$ cat src/rtl/vertex_job_pkg.sv
// Shared widths and types of the vertex job fetcher.
// A line holds 32 elements of 4 bytes, with slot 0 in the lowest bits.
// request_size assumes real_size is at most vertices_per_line.
`default_nettype none

package vertex_job_pkg;

	localparam int line_bytes        = 128;
	localparam int vertex_bytes      = 4;
	localparam int vertices_per_line = line_bytes / vertex_bytes;

	typedef logic [63:0]   addr_t;
	typedef logic [31:0]   vertex_word_t;
	typedef logic [31:0]   vertex_count_t;
	typedef logic [1023:0] line_t;

	typedef enum logic {
		inv_out_degree,
		inv_edges_idx
	} array_sel_t;

	typedef struct packed {
		addr_t      address;
		array_sel_t array;
		logic [5:0] real_size;
		logic [7:0] size_bytes;
	} read_cmd_t;

	typedef struct packed {
		vertex_count_t id;
		vertex_word_t  inverse_out_degree;
		vertex_word_t  inverse_edges_idx;
	} vertex_job_t;

	// bytes of the chunk, rounded up to a power of two, at least 4
	function automatic logic [7:0] request_size(input logic [5:0] real_size);
		logic [8:0] bytes;
		logic [7:0] size;
		bytes = 9'(real_size) * 9'(vertex_bytes);
		size  = 8'd4;
		for (int i = 0; i < 5; i++) begin
			if ({1'b0, size} < bytes)
				size = size << 1;
		end
		return size;
	endfunction

endpackage

`default_nettype wire

$ cat src/rtl/vertex_fetch_control.sv
// Chunk sequencer of the vertex job fetcher.
// A chunk starts only with an empty command queue and at least one
// line of free job slots. busy is high from accept until the last push.
`timescale 1ns/100ps
`default_nettype none

module vertex_fetch_control (
	input  wire logic                          clock,
	input  wire logic                          rstn,
	input  wire logic                          start,
	input  wire logic                          remaining_zero,
	input  wire vertex_job_pkg::vertex_count_t chunk_size,
	input  wire logic                          cmd_queue_empty,
	input  wire vertex_job_pkg::vertex_count_t job_free,
	input  wire logic                          line_pair_ready,
	output logic                               busy,
	output logic                               load_count,
	output logic                               step_chunk,
	output logic                               push_degree_cmd,
	output logic                               push_idx_cmd,
	output logic                               clear_ready,
	output logic                               shift_en
);

	typedef enum logic [2:0] {
		s_idle,
		s_load,
		s_check_room,
		s_step,
		s_send_degree,
		s_send_idx,
		s_wait_data,
		s_shift
	} state_t;

	state_t                        state;
	state_t                        next_state;
	vertex_job_pkg::vertex_count_t shift_count;
	logic                          room_ok;
	logic                          last_shift;

	assign room_ok    = cmd_queue_empty
		&& (job_free >= vertex_job_pkg::vertex_count_t'(vertex_job_pkg::vertices_per_line));
	assign last_shift = (shift_count == chunk_size - 1'b1);

	// strobes decoded from the state
	assign busy            = (state != s_idle);
	assign load_count      = (state == s_idle) && start;
	assign step_chunk      = (state == s_step);
	assign push_degree_cmd = (state == s_send_degree);
	assign push_idx_cmd    = (state == s_send_idx);
	assign clear_ready     = (state == s_wait_data) && line_pair_ready;
	assign shift_en        = (state == s_shift);

	always_comb begin
		next_state = state;
		case (state)
			s_idle:        if (start) next_state = s_load;
			s_load:        next_state = s_check_room;
			s_check_room: begin
				if (remaining_zero)
					next_state = s_idle;
				else if (room_ok)
					next_state = s_step;
			end
			s_step:        next_state = s_send_degree;
			s_send_degree: next_state = s_send_idx;
			s_send_idx:    next_state = s_wait_data;
			s_wait_data:   if (line_pair_ready) next_state = s_shift;
			// skip the room check after the last chunk so busy drops at once
			s_shift: begin
				if (last_shift)
					next_state = remaining_zero ? s_idle : s_check_room;
			end
			default:       next_state = s_idle;
		endcase
	end

	always_ff @(posedge clock or negedge rstn) begin
		if (!rstn) begin
			state       <= s_idle;
			shift_count <= '0;
		end else begin
			state <= next_state;
			if (state == s_shift && !last_shift)
				shift_count <= shift_count + 1'b1;
			else
				shift_count <= '0;
		end
	end

endmodule

`default_nettype wire

$ cat config.mk
export PLATFORM = sky130hd
export DESIGN_NAME = vertex_fetch_control
export DESIGN_NICKNAME = d
export VERILOG_FILES = /design/src/rtl/vertex_job_pkg.sv /design/src/rtl/vertex_fetch_control.sv
export SDC_FILE = /design/constraint.sdc
export NUM_CORES = 1
export LEC_CHECK = 0
export BUFFER_PORTS_ARGS = -buffer_cell sky130_fd_sc_hd__buf_2
export CORE_UTILIZATION = 49
export CTS_CLUSTER_DIAMETER = 40
export DETAILED_ROUTE_END_ITERATION = 6
export PLACE_DENSITY = 0.8
export SETUP_SLACK_MARGIN = 0.3
export SYNTH_ARGS = -nofsm -noshare
export SYNTH_HDL_FRONTEND = slang
export SYNTH_SLANG_ARGS = --single-unit
$ cat constraint.sdc
create_clock -name clock -period 2.4 [get_ports clock]
set_input_delay 0.12 -clock clock [delete_from_list [all_inputs] [get_ports clock]]
set_output_delay 0.12 -clock clock [all_outputs]
set_load 0.02 [all_outputs]
# After elaboration in Yosys (flattened, before gate mapping)
# Cells that the tools add are included.
[totals]
register_bits = 35
latch_bits = 0
ramBits = 0
romBits = 0
n_memories = 0
[classes]
addsub = 2
multipliers = 0
div_mod_pow = 0
magnitude_cmp = 1
n_eq_ne = 12
shift = 0
n_mux = 8
bitwise_logic = 0
reduce_logical = 8
[ops]
columns = ["operator", "count"]
rows = [
  ["adder 32 x 1 -> 32 bit, second input constant", 1],
  ["equality test 32 bit", 1],
  ["greater-or-equal comparator 32 x 6 -> 1 bit, second input constant", 1],
  ["2-to-1 mux 32 bit", 1],
  ["subtractor 32 x 1 -> 32 bit, second input constant", 1],
  ["one-hot mux 3 bit (8 select lines)", 1],
  ["2-to-1 mux 3 bit", 5],
  ["equality test 3 bit, second input constant", 4],
  ["equality test 3 x 2 -> 1 bit, second input constant", 2],
  ["logical AND 1 bit", 4],
  ["!= test 2 bit, second input constant", 2],
  ["AND reduction 4 bit", 1],
  ["equality test 3 x 1 -> 1 bit, second input constant", 1],
  ["logical NOT 3 bit", 1],
  ["!= test 3 bit, second input constant", 1],
  ["nonzero test 3 bit", 1],
  ["2-to-1 mux 2 bit", 1],
  ["!= test 2 x 1 -> 1 bit, second input constant", 1],
  ["logical NOT 1 bit", 1],
]

# Longest topological paths before layout
# Gate-level depths: netlist of the first run.
[logic_depth]
depth_word = 5
mapped_depth = 10

# Least setup slack after synthesis of the first run
# OpenSTA, ideal clock, no wires.
[synth_timing]
path_kind = "input -> register"
start = "input chunk_size[15]"
end = "register shift_count[23]"
arrival_ns = 2.733
required_ns = 2.255
path_slack_ns = -0.477
cell_stages = 9
path_buffers = 2
path_cell_list = "or4_1 buf_2 or4_4 or4_4 nor3_2 o2111ai_2 o311ai_4 buf_6 nor3_2"
[synth_via]
elab_chain_len = 5
[synth_rtl]
columns = ["item", "line", "rtl"]
rows = [
  ["start: declaration", "vertex_fetch_control.sv:12", "input wire vertex_job_pkg::vertex_count_t chunk_size,"],
  ["subtractor 32 x 1 -> 32 bit", "vertex_fetch_control.sv:44", "assign last_shift = (shift_count == chunk_size - 1'b1);"],
  ["equality test 32 bit", "vertex_fetch_control.sv:44", ""],
  ["logical NOT 1 bit", "vertex_fetch_control.sv:85", "if (state == s_shift && !last_shift)"],
  ["logical AND 1 bit", "vertex_fetch_control.sv:85", ""],
  ["2-to-1 mux 32 bit", "vertex_fetch_control.sv:85", ""],
  ["end signal: assignment", "vertex_fetch_control.sv:86", "shift_count <= shift_count + 1'b1;"],
  ["end: declaration", "vertex_fetch_control.sv:38", "vertex_job_pkg::vertex_count_t shift_count;"],
]
# No other way between the ends.
# A chain may end at the register's enable or synchronous reset.

# Final worst setup path of the first run
[layout_timing]
start = "input chunk_size[9]"
end = "register shift_count[12]"
# The elaborated chain is that of the path after synthesis.

==> results of run 1 <==
[flip-flops by register name, indices dropped and copies added (netlist names)]
| register | cells |
|---|---|
| shift_count | 32 |
| state | 3 |
[worst register-to-register path: cells and delay by family (launching register included)]
family	cells	cell delay [ns]
AO/OA/AOI/OAI	4	1.31
XOR/XNOR	1	0.19
buffers and inverters	2	0.35
flip-flops	1	0.41
AND/OR/NAND/NOR	2	0.26
[cells by family (layout without fill, tap and decap cells)]
logic type,Yosys count,count (layout),synth area share
compound gates,47,47,0.114
xor+xnor,62,62,0.170
fa+ha+maj,2,2,0.00785
buf+inv,29,173,0.0416
flops,35,35,0.275
mux,4,4,0.0130
simple gates,187,187,0.379
[repair_timing]
item / in CTS / in global routing
cloned: 2 / 1
hold buffers: 1 / 0
pin swaps: 9 / 13
hold endpoints to repair: 35 / 0
endpoints found under the setup margin: 35 / 35
resized for setup: 10 / 22
setup buffers: 3 / 4
[per-stage QoR]
stage | power, W | std cells | util | setup TNS, ns
2_1_floorplan | 0.00102 | 366 | - | -12.01
3_3_place_gp | 0.00125 | 568 | 0.650 | -18.19
3_5_place_dp | 0.00128 | 568 | 0.650 | -19.82
4_1_cts | 0.00181 | 582 | 0.685 | -9.22
5_1_grt | 0.00197 | 587 | 0.714 | -12.10
6_report | 0.00187 | 587 | 0.714 | -9.31
[power groups by stage]
stage | Combinational [W] | Sequential [W] | Clock (W)
6_report | 0.000720 | 0.000684 | 0.000463
5_1_grt | 0.000778 | 0.000690 | 0.000499
4_1_cts | 0.000660 | 0.000683 | 0.000471
3_5_place_dp | 0.000585 | 0.000694 | 0
3_3_place_gp | 0.000560 | 0.000691 | 0
2_1_floorplan | 0.000336 | 0.000683 | 0
[area by class of cell]
class	instances	area [um^2]
flip-flops and latches	35	876
multi-input cells	302	2320
inverters	12	45.0
repair buffers	153	1070
clock buffers	8	100
fillers	432	1810
well taps	77	96.3
[synthesized netlist by cell type (all sizes together) (2+ instances only)]
cell type and number:
nor3 45, dfrtp 35, xnor2 32, xor2 30, nor2 22, nand3 18
nand2 17, nor4 17, clkbuf 12, and3 11, inv 11, or4 10
nand4 9, nor2b 7, o21ai 7, or3 7, a21oi 6, a31oi 5
buf 5, a22oi 4, and4 4, o31ai 4, or2 4, a211oi 3
mux2i 3, nand2b 3, nand3b 3, nand4b 3, nor3b 3, o2111ai 3
o211ai 3, a2111o 2, a2111oi 2, ha 2, or4b 2
[path summary, 6_finish.rpt]
| path | slack (ns) | endpoint |
|---|---|---|
| max | -0.29 | shift_count[12]$_DFF_PN0_ |
| max in group asynchronous | 1.45 | shift_count[1]$_DFF_PN0_ |
| min | 0.11 | state[0]$_DFFE_PN0P_ |
| max reg2reg | -0.24 | shift_count[12]$_DFF_PN0_ |
| min in group asynchronous | 0.45 | shift_count[30]$_DFF_PN0_ |
| min reg2reg | 0.58 | shift_count[0]$_DFF_PN0_ |
[per-layer routing]
metal / wire length, um / up-vias / part of all wire
met4: 359 / 0 / 0.034
met1: 4150 / 1730 / 0.39
li1: - / 1651 / -
met2: 5310 / 199 / 0.50
met3: 701 / 31 / 0.067
met5: 0 / - / 0
==> results.py, run 1 <==
metrics = {
    "sta": {
        "whs_ns": 0.111,
        "finalCriticalPeriod_ns": 2.69,
        "relSlewSlack": 0.481,
        "rsz0062_at_grt": "true",
        "finClkSkew_ns": 0.00664,
        "final-setup-viol-count": 35,
        "hold_violations": 0,
        "max_clock_freq_ghz": 0.372,
        "drv_slew": 0,
        "setup_ws_ns": -0.288,
        "fin_crit_sh": 1.12,
        "worst_pin_slew_ns": 0.779,
    },
    "finish": {
        "nNetsFinal": 581,
        "final_common_cell": "buf_4",
        "area_growth_pct": 41.4,
        "drive_gt1_frac": 0.422,
        "final_cell_mix": "buf_4, buf_2, dfrtp_1, xnor2_1, xor2_1",
        "fin_area_um2": 4510,
        "antenna_cells": 0,
    },
    "cts": {
        "clock_latency_ns": 0.28,
        "cts_tree": "built",
        "clkTransAtPathRegs_ns": 0.07,
        "cts_sinks": 35,
        "root_buffer": "clkbuf_8",
        "htree_levels": 2,
        "cts_made_buffers": 5,
        "cts_buffer_depth": 2,
    },
    "synthesis": {
        "syn_avg_cell_area_um2": 8.71,
        "syn_nets": 438,
        "yosysTopAreaCell": "dfrtp_1",
        "syn-cell-area_um2": 3190,
        "synth-edff-count": 0,
        "synthFlopType": "dfrtp_1",
        "ys_ff_latch": 35,
        "ys_types": 52,
        "seq_area_frac_synth": 0.275,
        "yosysWarnings": 0,
        "syn_inst": 366,
        "synth_top_area_frac": 0.275,
        "yosys-top-cells-area": "dfrtp_1, nor3_2, xnor2_1, xor2_1, nor4_1",
        "async_flop_share": 1.00,
    },
    "placed_design": {
        "port_buffers": 71,
        "dp_hpwl_um": 7060,
        "place_ws_ns": -0.632,
        "dpl_cell_area_um2": 4100,
        "gp_congestion": 0.911,
    },
    "worst_setup_path": {
        "r2r_start": "shift_count[19]$_DFF_PN0_",
        "crit_path_frequent_cell": "or4_4",
        "worst-setup-path-type": "primary input to flop",
        "startpoint": "chunk_size[9]",
        "path_cells": "buf_2, or4_4, or4_4, or4_4, a22oi_2, o2111ai_4, o311ai_4, buf_6, buf_12, nor3_2",
        "worst_r2r_path_depth": 9,
        "critPathLaunchType": "primary input",
        "critPathCaptureType": "flop",
        "cpMaxStageDelayCell": "or4_4",
        "cp_slowest_stage_delay_ns": 0.55,
        "critPathRequiredTime_ns": 2.54,
        "worst-path-buf-inv": 3,
        "path_max_fanout": 7,
        "worst_ep_arrival_time_ns": 2.83,
        "cp_num_cells": 10,
        "cpLargestDelayFamily": "simple AND/OR/NAND/NOR gates",
    },
    "global_routing": {
        "grt_use_met1": 0.346,
        "grt_pass1_vias": 3349,
        "busiest_layer": "met2",
        "grt_max_degree": 36,
        "use_met2": 0.534,
        "antenna_found_initial": 0,
        "use_met3": 0.0451,
        "grt-ovfl-total": 0,
        "track_usage": 0.295,
        "grt_pass1_wl_um": 15200,
    },
    "power": {
        "power_density_nw_per_um2": 414,
        "cellLeakagePower_nw": 1.99,
        "seqPwrFrac": 0.366,
        "p_sw_frac": 0.326,
        "ir_drop_mv": 0.293,
        "p_int_w": 0.00126,
        "pwr-share-clk": 0.248,
        "switching_power_w": 0.000608,
        "power_frac_comb": 0.386,
    },
    "die": {
        "fp.dieW_um": 82.7,
        "io_pins": 77,
        "start_util": 0.505,
        "die_area_um2": 6830,
        "core_um2": 6310,
        "num_rows": 29,
        "die_h_um": 82.7,
    },
    "detailed_routing": {
        "drt_wl_total_um": 10500,
        "drt-initial-drc-count": 294,
        "dr_total_vias": 3611,
        "drc": 0,
        "first_pass_iters": 6,
        "ant_nets": 0,
        "wire_per_inst_um": 17.9,
        "vias_per_cell": 6.15,
    },
    "status": {
        "status": "finished with violations",
        "failed_checks": "negative setup slack",
    },
    "worst_hold_path": {
        "hold_path_depth": 3,
        "hold_class": "primary input to flop",
        "min_from": "start",
    },
    "flow_run": {
        "cap_violations": 0,
    },
}
No activity file was read; power rests on OpenSTA's default activity.
==> run 2, diff against run 1 <==
CORE_UTILIZATION = 55   (was 49)
PLACE_DENSITY = 0.85   (was 0.8)
clock period = 2.6 ns   (was 2.4 ns; I/O delays follow)
==> results.py, run 2 (synthesized netlist as in run 1, its figures left out) <==
metrics = {
    "finish": {
        "final_core_util": 0.795,
        "nNetsFinal": 567,
        "seq_area_um2": 876,
        "antenna_cells": 0,
        "final_cell_mix": "buf_2, buf_4, dfrtp_1, xnor2_1, nor3_2",
        "largest_registers": "shift_count x32, state x3",
        "drive_gt1_frac": 0.417,
        "multi_input_area_um2": 2330,
        "fill_cells": 327,
        "final_common_cell": "buf_2",
        "top_register": "shift_count",
        "area_growth_pct": 38.2,
        "largest_reg_flops": 32,
    },
    "status": {
        "status": "finished with violations",
        "failed_checks": "negative setup slack",
    },
    "detailed_routing": {
        "drt-initial-drc-count": 257,
        "drc": 0,
        "drt_wl_total_um": 11000,
        "vias_per_cell": 6.49,
        "ant_nets": 0,
        "dr_total_vias": 3686,
        "wire_per_inst_um": 19.3,
        "first_pass_iters": 6,
    },
    "worst_setup_path": {
        "critPathRequiredTime_ns": 2.75,
        "critPathCaptureType": "flop",
        "startpoint": "chunk_size[18]",
        "worst_ep_arrival_time_ns": 2.93,
        "worst-setup-path-type": "primary input to flop",
        "r2r_start": "shift_count[19]$_DFF_PN0_",
        "path_cells": "buf_2, or4_4, o31ai_1, o21ai_0, a2111oi_2, o2111ai_4, o311ai_4, buf_6, buf_12, nor3_2",
        "cp_slowest_stage_delay_ns": 0.57,
        "cpMaxStageDelayCell": "or4_4",
        "worst_r2r_path_depth": 9,
        "critPathLaunchType": "primary input",
        "path_max_fanout": 7,
    },
    "global_routing": {
        "grt-ovfl-total": 0,
        "antenna_found_initial": 0,
        "grt_max_degree": 36,
        "grt_pass1_wl_um": 16200,
        "track_usage": 0.338,
        "grt_pass1_vias": 3519,
    },
    "sta": {
        "finalCriticalPeriod_ns": 2.78,
        "worst_pin_slew_ns": 0.775,
        "rsz0062_at_grt": "true",
        "final-setup-viol-count": 35,
        "relSlewSlack": 0.484,
        "finClkSkew_ns": 0.00459,
        "setup_ws_ns": -0.181,
        "fin_crit_sh": 1.07,
        "max_clock_freq_ghz": 0.360,
        "hold_violations": 0,
        "drv_slew": 0,
    },
    "cts": {
        "clkTransAtPathRegs_ns": 0.06,
        "root_buffer": "clkbuf_8",
        "htree_levels": 2,
        "cts_made_buffers": 5,
        "clock_latency_ns": 0.29,
        "cts_sinks": 35,
        "cts_tree": "built",
        "cts_buffer_depth": 2,
    },
    "die": {
        "fp.dieW_um": 78.1,
        "num_rows": 27,
        "die_h_um": 78.1,
        "die_area_um2": 6110,
        "start_util": 0.575,
        "io_pins": 77,
        "core_um2": 5540,
    },
    "worst_hold_path": {
        "hold_path_depth": 3,
        "hold_class": "primary input to flop",
        "min_from": "start",
    },
    "placed_design": {
        "dp_hpwl_um": 6680,
        "port_buffers": 71,
        "place_ws_ns": -0.444,
        "gp_congestion": 0.866,
    },
    "power": {
        "power_density_nw_per_um2": 392,
        "ir_drop_mv": 0.383,
        "cellLeakagePower_nw": 1.89,
    },
    "flow_run": {
        "cap_violations": 0,
    },
}
==> run 2: cell types whose count changed in the layout (fill, tap and decap cells not counted), moves of 2 or more <==
cell | before | now
nor4_2 | 0 | 2
buf_4 | 74 | 60
nor3_4 | 5 | 3
nor3_2 | 26 | 31
nor3_1 | 14 | 11
nor4_1 | 17 | 15
==> run 2: metrics by stage <==
stage	hold WS (ns)	area [um^2]	total power [W]	setup TNS, ns	cells
5_1_grt	0.112	4410	0.00181	-5.84	568
2_1_floorplan	-0.166	3200	0.000941	-5.60	366
4_1_cts	0.111	4230	0.00167	-1.55	563
6_report	0.0969	4410	0.00173	-5.30	568
3_3_place_gp	0.231	3960	0.00112	-10.71	545
3_5_place_dp	0.246	3960	0.00115	-13.01	545
==> run 2: report_power, final <==
part | internal, W | leakage, nW | total [W] | switching [W]
Clock | 0.000241 | 0.0515 | 0.000429 | 0.000187
Sequential | 0.000584 | 0.467 | 0.000646 | 0.0000613
Combinational | 0.000328 | 1.37 | 0.000652 | 0.000324
Total | 0.00115 | 1.89 | 0.00173 | 0.000572
==> run 2: layout make-up <==
class | instances | area share
repair buffers | 139 | 0.219
multi-input cells | 302 | 0.529
inverters | 12 | 0.0102
well taps | 72 | 0.0204
clock buffers | 8 | 0.0227
flip-flops and latches | 35 | 0.199
==> run 2: worst paths after layout <==
kind,end,slack (ns)
setup / recovery,shift_count[9]$_DFF_PN0_,-0.18
hold / removal,state[0]$_DFFE_PN0P_,0.1
setup reg to reg,shift_count[9]$_DFF_PN0_,-0.16
hold reg to reg,shift_count[0]$_DFF_PN0_,0.59
max in group asynchronous,shift_count[3]$_DFF_PN0_,1.66
min in group asynchronous,shift_count[6]$_DFF_PN0_,0.45
==> run 2: routing by layer <==
metal | wire length (um) | track usage | share of wire | vias up
met2 | 5370 | 0.588 | 0.49 | 285
met5 | 0 | 0 | 0 | -
met1 | 4030 | 0.397 | 0.37 | 1702
li1 | - | - | - | 1623
met4 | 551 | 0.157 | 0.050 | 0
met3 | 1010 | 0.0709 | 0.092 | 76
==> run 2: critical path, delay by kind of cell <==
family,cells,cell delay (ns)
AO/OA/AOI/OAI,5,1.73
buffers and inverters,3,0.44
AND/OR/NAND/NOR,2,0.62
==> run 2: repair_timing <==
action,in CTS,in global routing
gates cloned,2,1
resized for setup,14,21
pin swaps,20,13
buffers inserted,7,4
hold buffers,1,0
setup endpoints to repair,35,35
endpoints found under the hold margin,35,0
==> run 3, diff against run 2 <==
RECOVER_POWER = 25   (was default)
==> results.py, run 3 (synthesized netlist as in run 1, its figures left out) <==
metrics = {
    "status": {
        "status": "finished with violations",
        "failed_checks": "max-capacitance violations, max-slew violations, negative setup slack",
    },
    "sta": {
        "max_clock_freq_ghz": 0.359,
        "hold_violations": 0,
        "whs_ns": 0.0995,
        "relSlewSlack": -0.257,
        "finClkSkew_ns": 0.00735,
        "final-setup-viol-count": 35,
        "worst_pin_slew_ns": 1.89,
        "setup_ws_ns": -0.184,
        "drv_slew": 36,
        "rsz0062_at_grt": "true",
        "finalCriticalPeriod_ns": 2.78,
        "fin_crit_sh": 1.07,
    },
    "cts": {
        "clock_latency_ns": 0.29,
        "cts_made_buffers": 5,
        "cts_sinks": 35,
        "htree_levels": 2,
        "cts_buffer_depth": 2,
        "cts_tree": "built",
        "root_buffer": "clkbuf_8",
        "clkTransAtPathRegs_ns": 0.06,
    },
    "die": {
        "die_h_um": 78.1,
        "io_pins": 77,
        "start_util": 0.575,
        "fp.dieW_um": 78.1,
        "die_area_um2": 6110,
        "core_um2": 5540,
        "num_rows": 27,
    },
    "detailed_routing": {
        "drt-initial-drc-count": 251,
        "dr_total_vias": 3664,
        "vias_per_cell": 6.45,
        "met2_wirelength_um": 5390,
        "top_layer": "met4",
        "drt_wl_total_um": 11000,
        "wl_met1_um": 4060,
        "drc": 0,
        "first_pass_iters": 6,
        "wl_met3_um": 951,
        "ant_nets": 0,
        "wire_per_inst_um": 19.3,
    },
    "power": {
        "ir_drop_mv": 0.389,
        "power_density_nw_per_um2": 393,
        "cellLeakagePower_nw": 1.89,
        "finalPower_w": 0.00173,
    },
    "worst_setup_path": {
        "critPathRequiredTime_ns": 2.75,
        "critPathCaptureType": "flop",
        "worst_ep_arrival_time_ns": 2.93,
        "worst-setup-path-type": "primary input to flop",
        "critPathLaunchType": "primary input",
        "path_max_fanout": 7,
    },
    "flow_run": {
        "cap_violations": 1,
    },
    "finish": {
        "fill_cells": 328,
        "area_growth_pct": 38.1,
        "final_common_cell": "buf_2",
        "final_cell_mix": "buf_2, buf_4, dfrtp_1, xnor2_1, nor3_2",
        "drive_gt1_frac": 0.415,
        "antenna_cells": 0,
        "largest_reg_flops": 32,
        "largest_registers": "shift_count x32, state x3",
        "nNetsFinal": 567,
        "top_register": "shift_count",
        "finalNonFillerCells": 568,
    },
    "placed_design": {
        "gp_congestion": 0.866,
        "placed_cells": 545,
        "dp_hpwl_um": 6680,
        "place_ws_ns": -0.444,
        "port_buffers": 71,
    },
    "global_routing": {
        "antenna_found_initial": 0,
        "grt_pass1_vias": 3519,
        "grt_pass1_wl_um": 16200,
        "track_usage": 0.338,
        "grt_max_degree": 36,
        "grt-ovfl-total": 0,
    },
    "worst_hold_path": {
        "hold_class": "primary input to flop",
    },
}
-- run 3: cell count changes in the layout (fill, tap and decap cells not counted), sizes merged --
cell / change
buf: -1
clkbuf: +1
-- run 3: final cells by class --
cell class	count	area, um^2	area share
sequential	35	876	0.199
inverter	12	45.0	0.0102
clock buffer	8	100	0.0227
tap	72	90.1	0.0205
multi-input combinational	302	2330	0.529
timing repair buffer	139	965	0.219
-- run 3: per-stage QoR --
| stage | utilization | TNS (ns) | cell area (um^2) |
|---|---|---|---|
| 3_3_place_gp | 0.715 | -10.71 | 3960 |
| 3_5_place_dp | 0.715 | -13.01 | 3960 |
| 6_report | 0.795 | -5.32 | 4400 |
| 4_1_cts | 0.764 | -1.55 | 4230 |
| 2_1_floorplan | - | -5.60 | 3200 |
| 5_1_grt | 0.795 | -5.84 | 4400 |
-- run 3: worst max-delay path, cell delays in order --
cell and delay (ns):
buf_2 0.11, or3_1 0.39, buf_4 0.18, nor4_1 0.45, a31oi_1 0.20, a2111oi_2 0.51
o2111ai_4 0.22, o311ai_4 0.35, buf_6 0.19, buf_12 0.14, nor3_2 0.05
-- run 3: path summary, 6_finish.rpt --
| check | cells past startpoint | slack [ns] | end | start |
|---|---|---|---|---|
| max | 11 | -0.18 | shift_count[9]$_DFF_PN0_ | chunk_size[3] |
| min | 3 | 0.1 | state[0]$_DFFE_PN0P_ | start |
| max reg2reg | 9 | -0.16 | shift_count[9]$_DFF_PN0_ | shift_count[19]$_DFF_PN0_ |
| min reg2reg | 2 | 0.59 | shift_count[0]$_DFF_PN0_ | shift_count[0]$_DFF_PN0_ |
| max in group asynchronous | 2 | 0.62 | shift_count[24]$_DFF_PN0_ | rstn |
| min in group asynchronous | 2 | 0.89 | shift_count[6]$_DFF_PN0_ | rstn |
-- run 3: routing by layer --
| metal | vias up | GRT usage |
|---|---|---|
| li1 | 1625 | - |
| met1 | 1706 | 0.397 |
| met2 | 263 | 0.588 |
| met3 | 70 | 0.0709 |
| met4 | 0 | 0.157 |
| met5 | - | 0 |
-- run 3: power by group --
part           leakage (nW)  internal (W)  switching [W]
Combinational          1.37      0.000328       0.000324
Clock                0.0515      0.000242       0.000189
Sequential            0.467      0.000584      0.0000614
Total                  1.89       0.00115       0.000575
-- run 3: what timing repair did --
item | 4_1_cts | 5_1_grt
hold buffers | 1 | 0
gates cloned | 2 | 1
pin swaps | 20 | 13
endpoints found under the hold margin | 35 | 0
gates resized for setup | 14 | 21
setup buffers | 7 | 4
setup endpoints to repair | 35 | 35
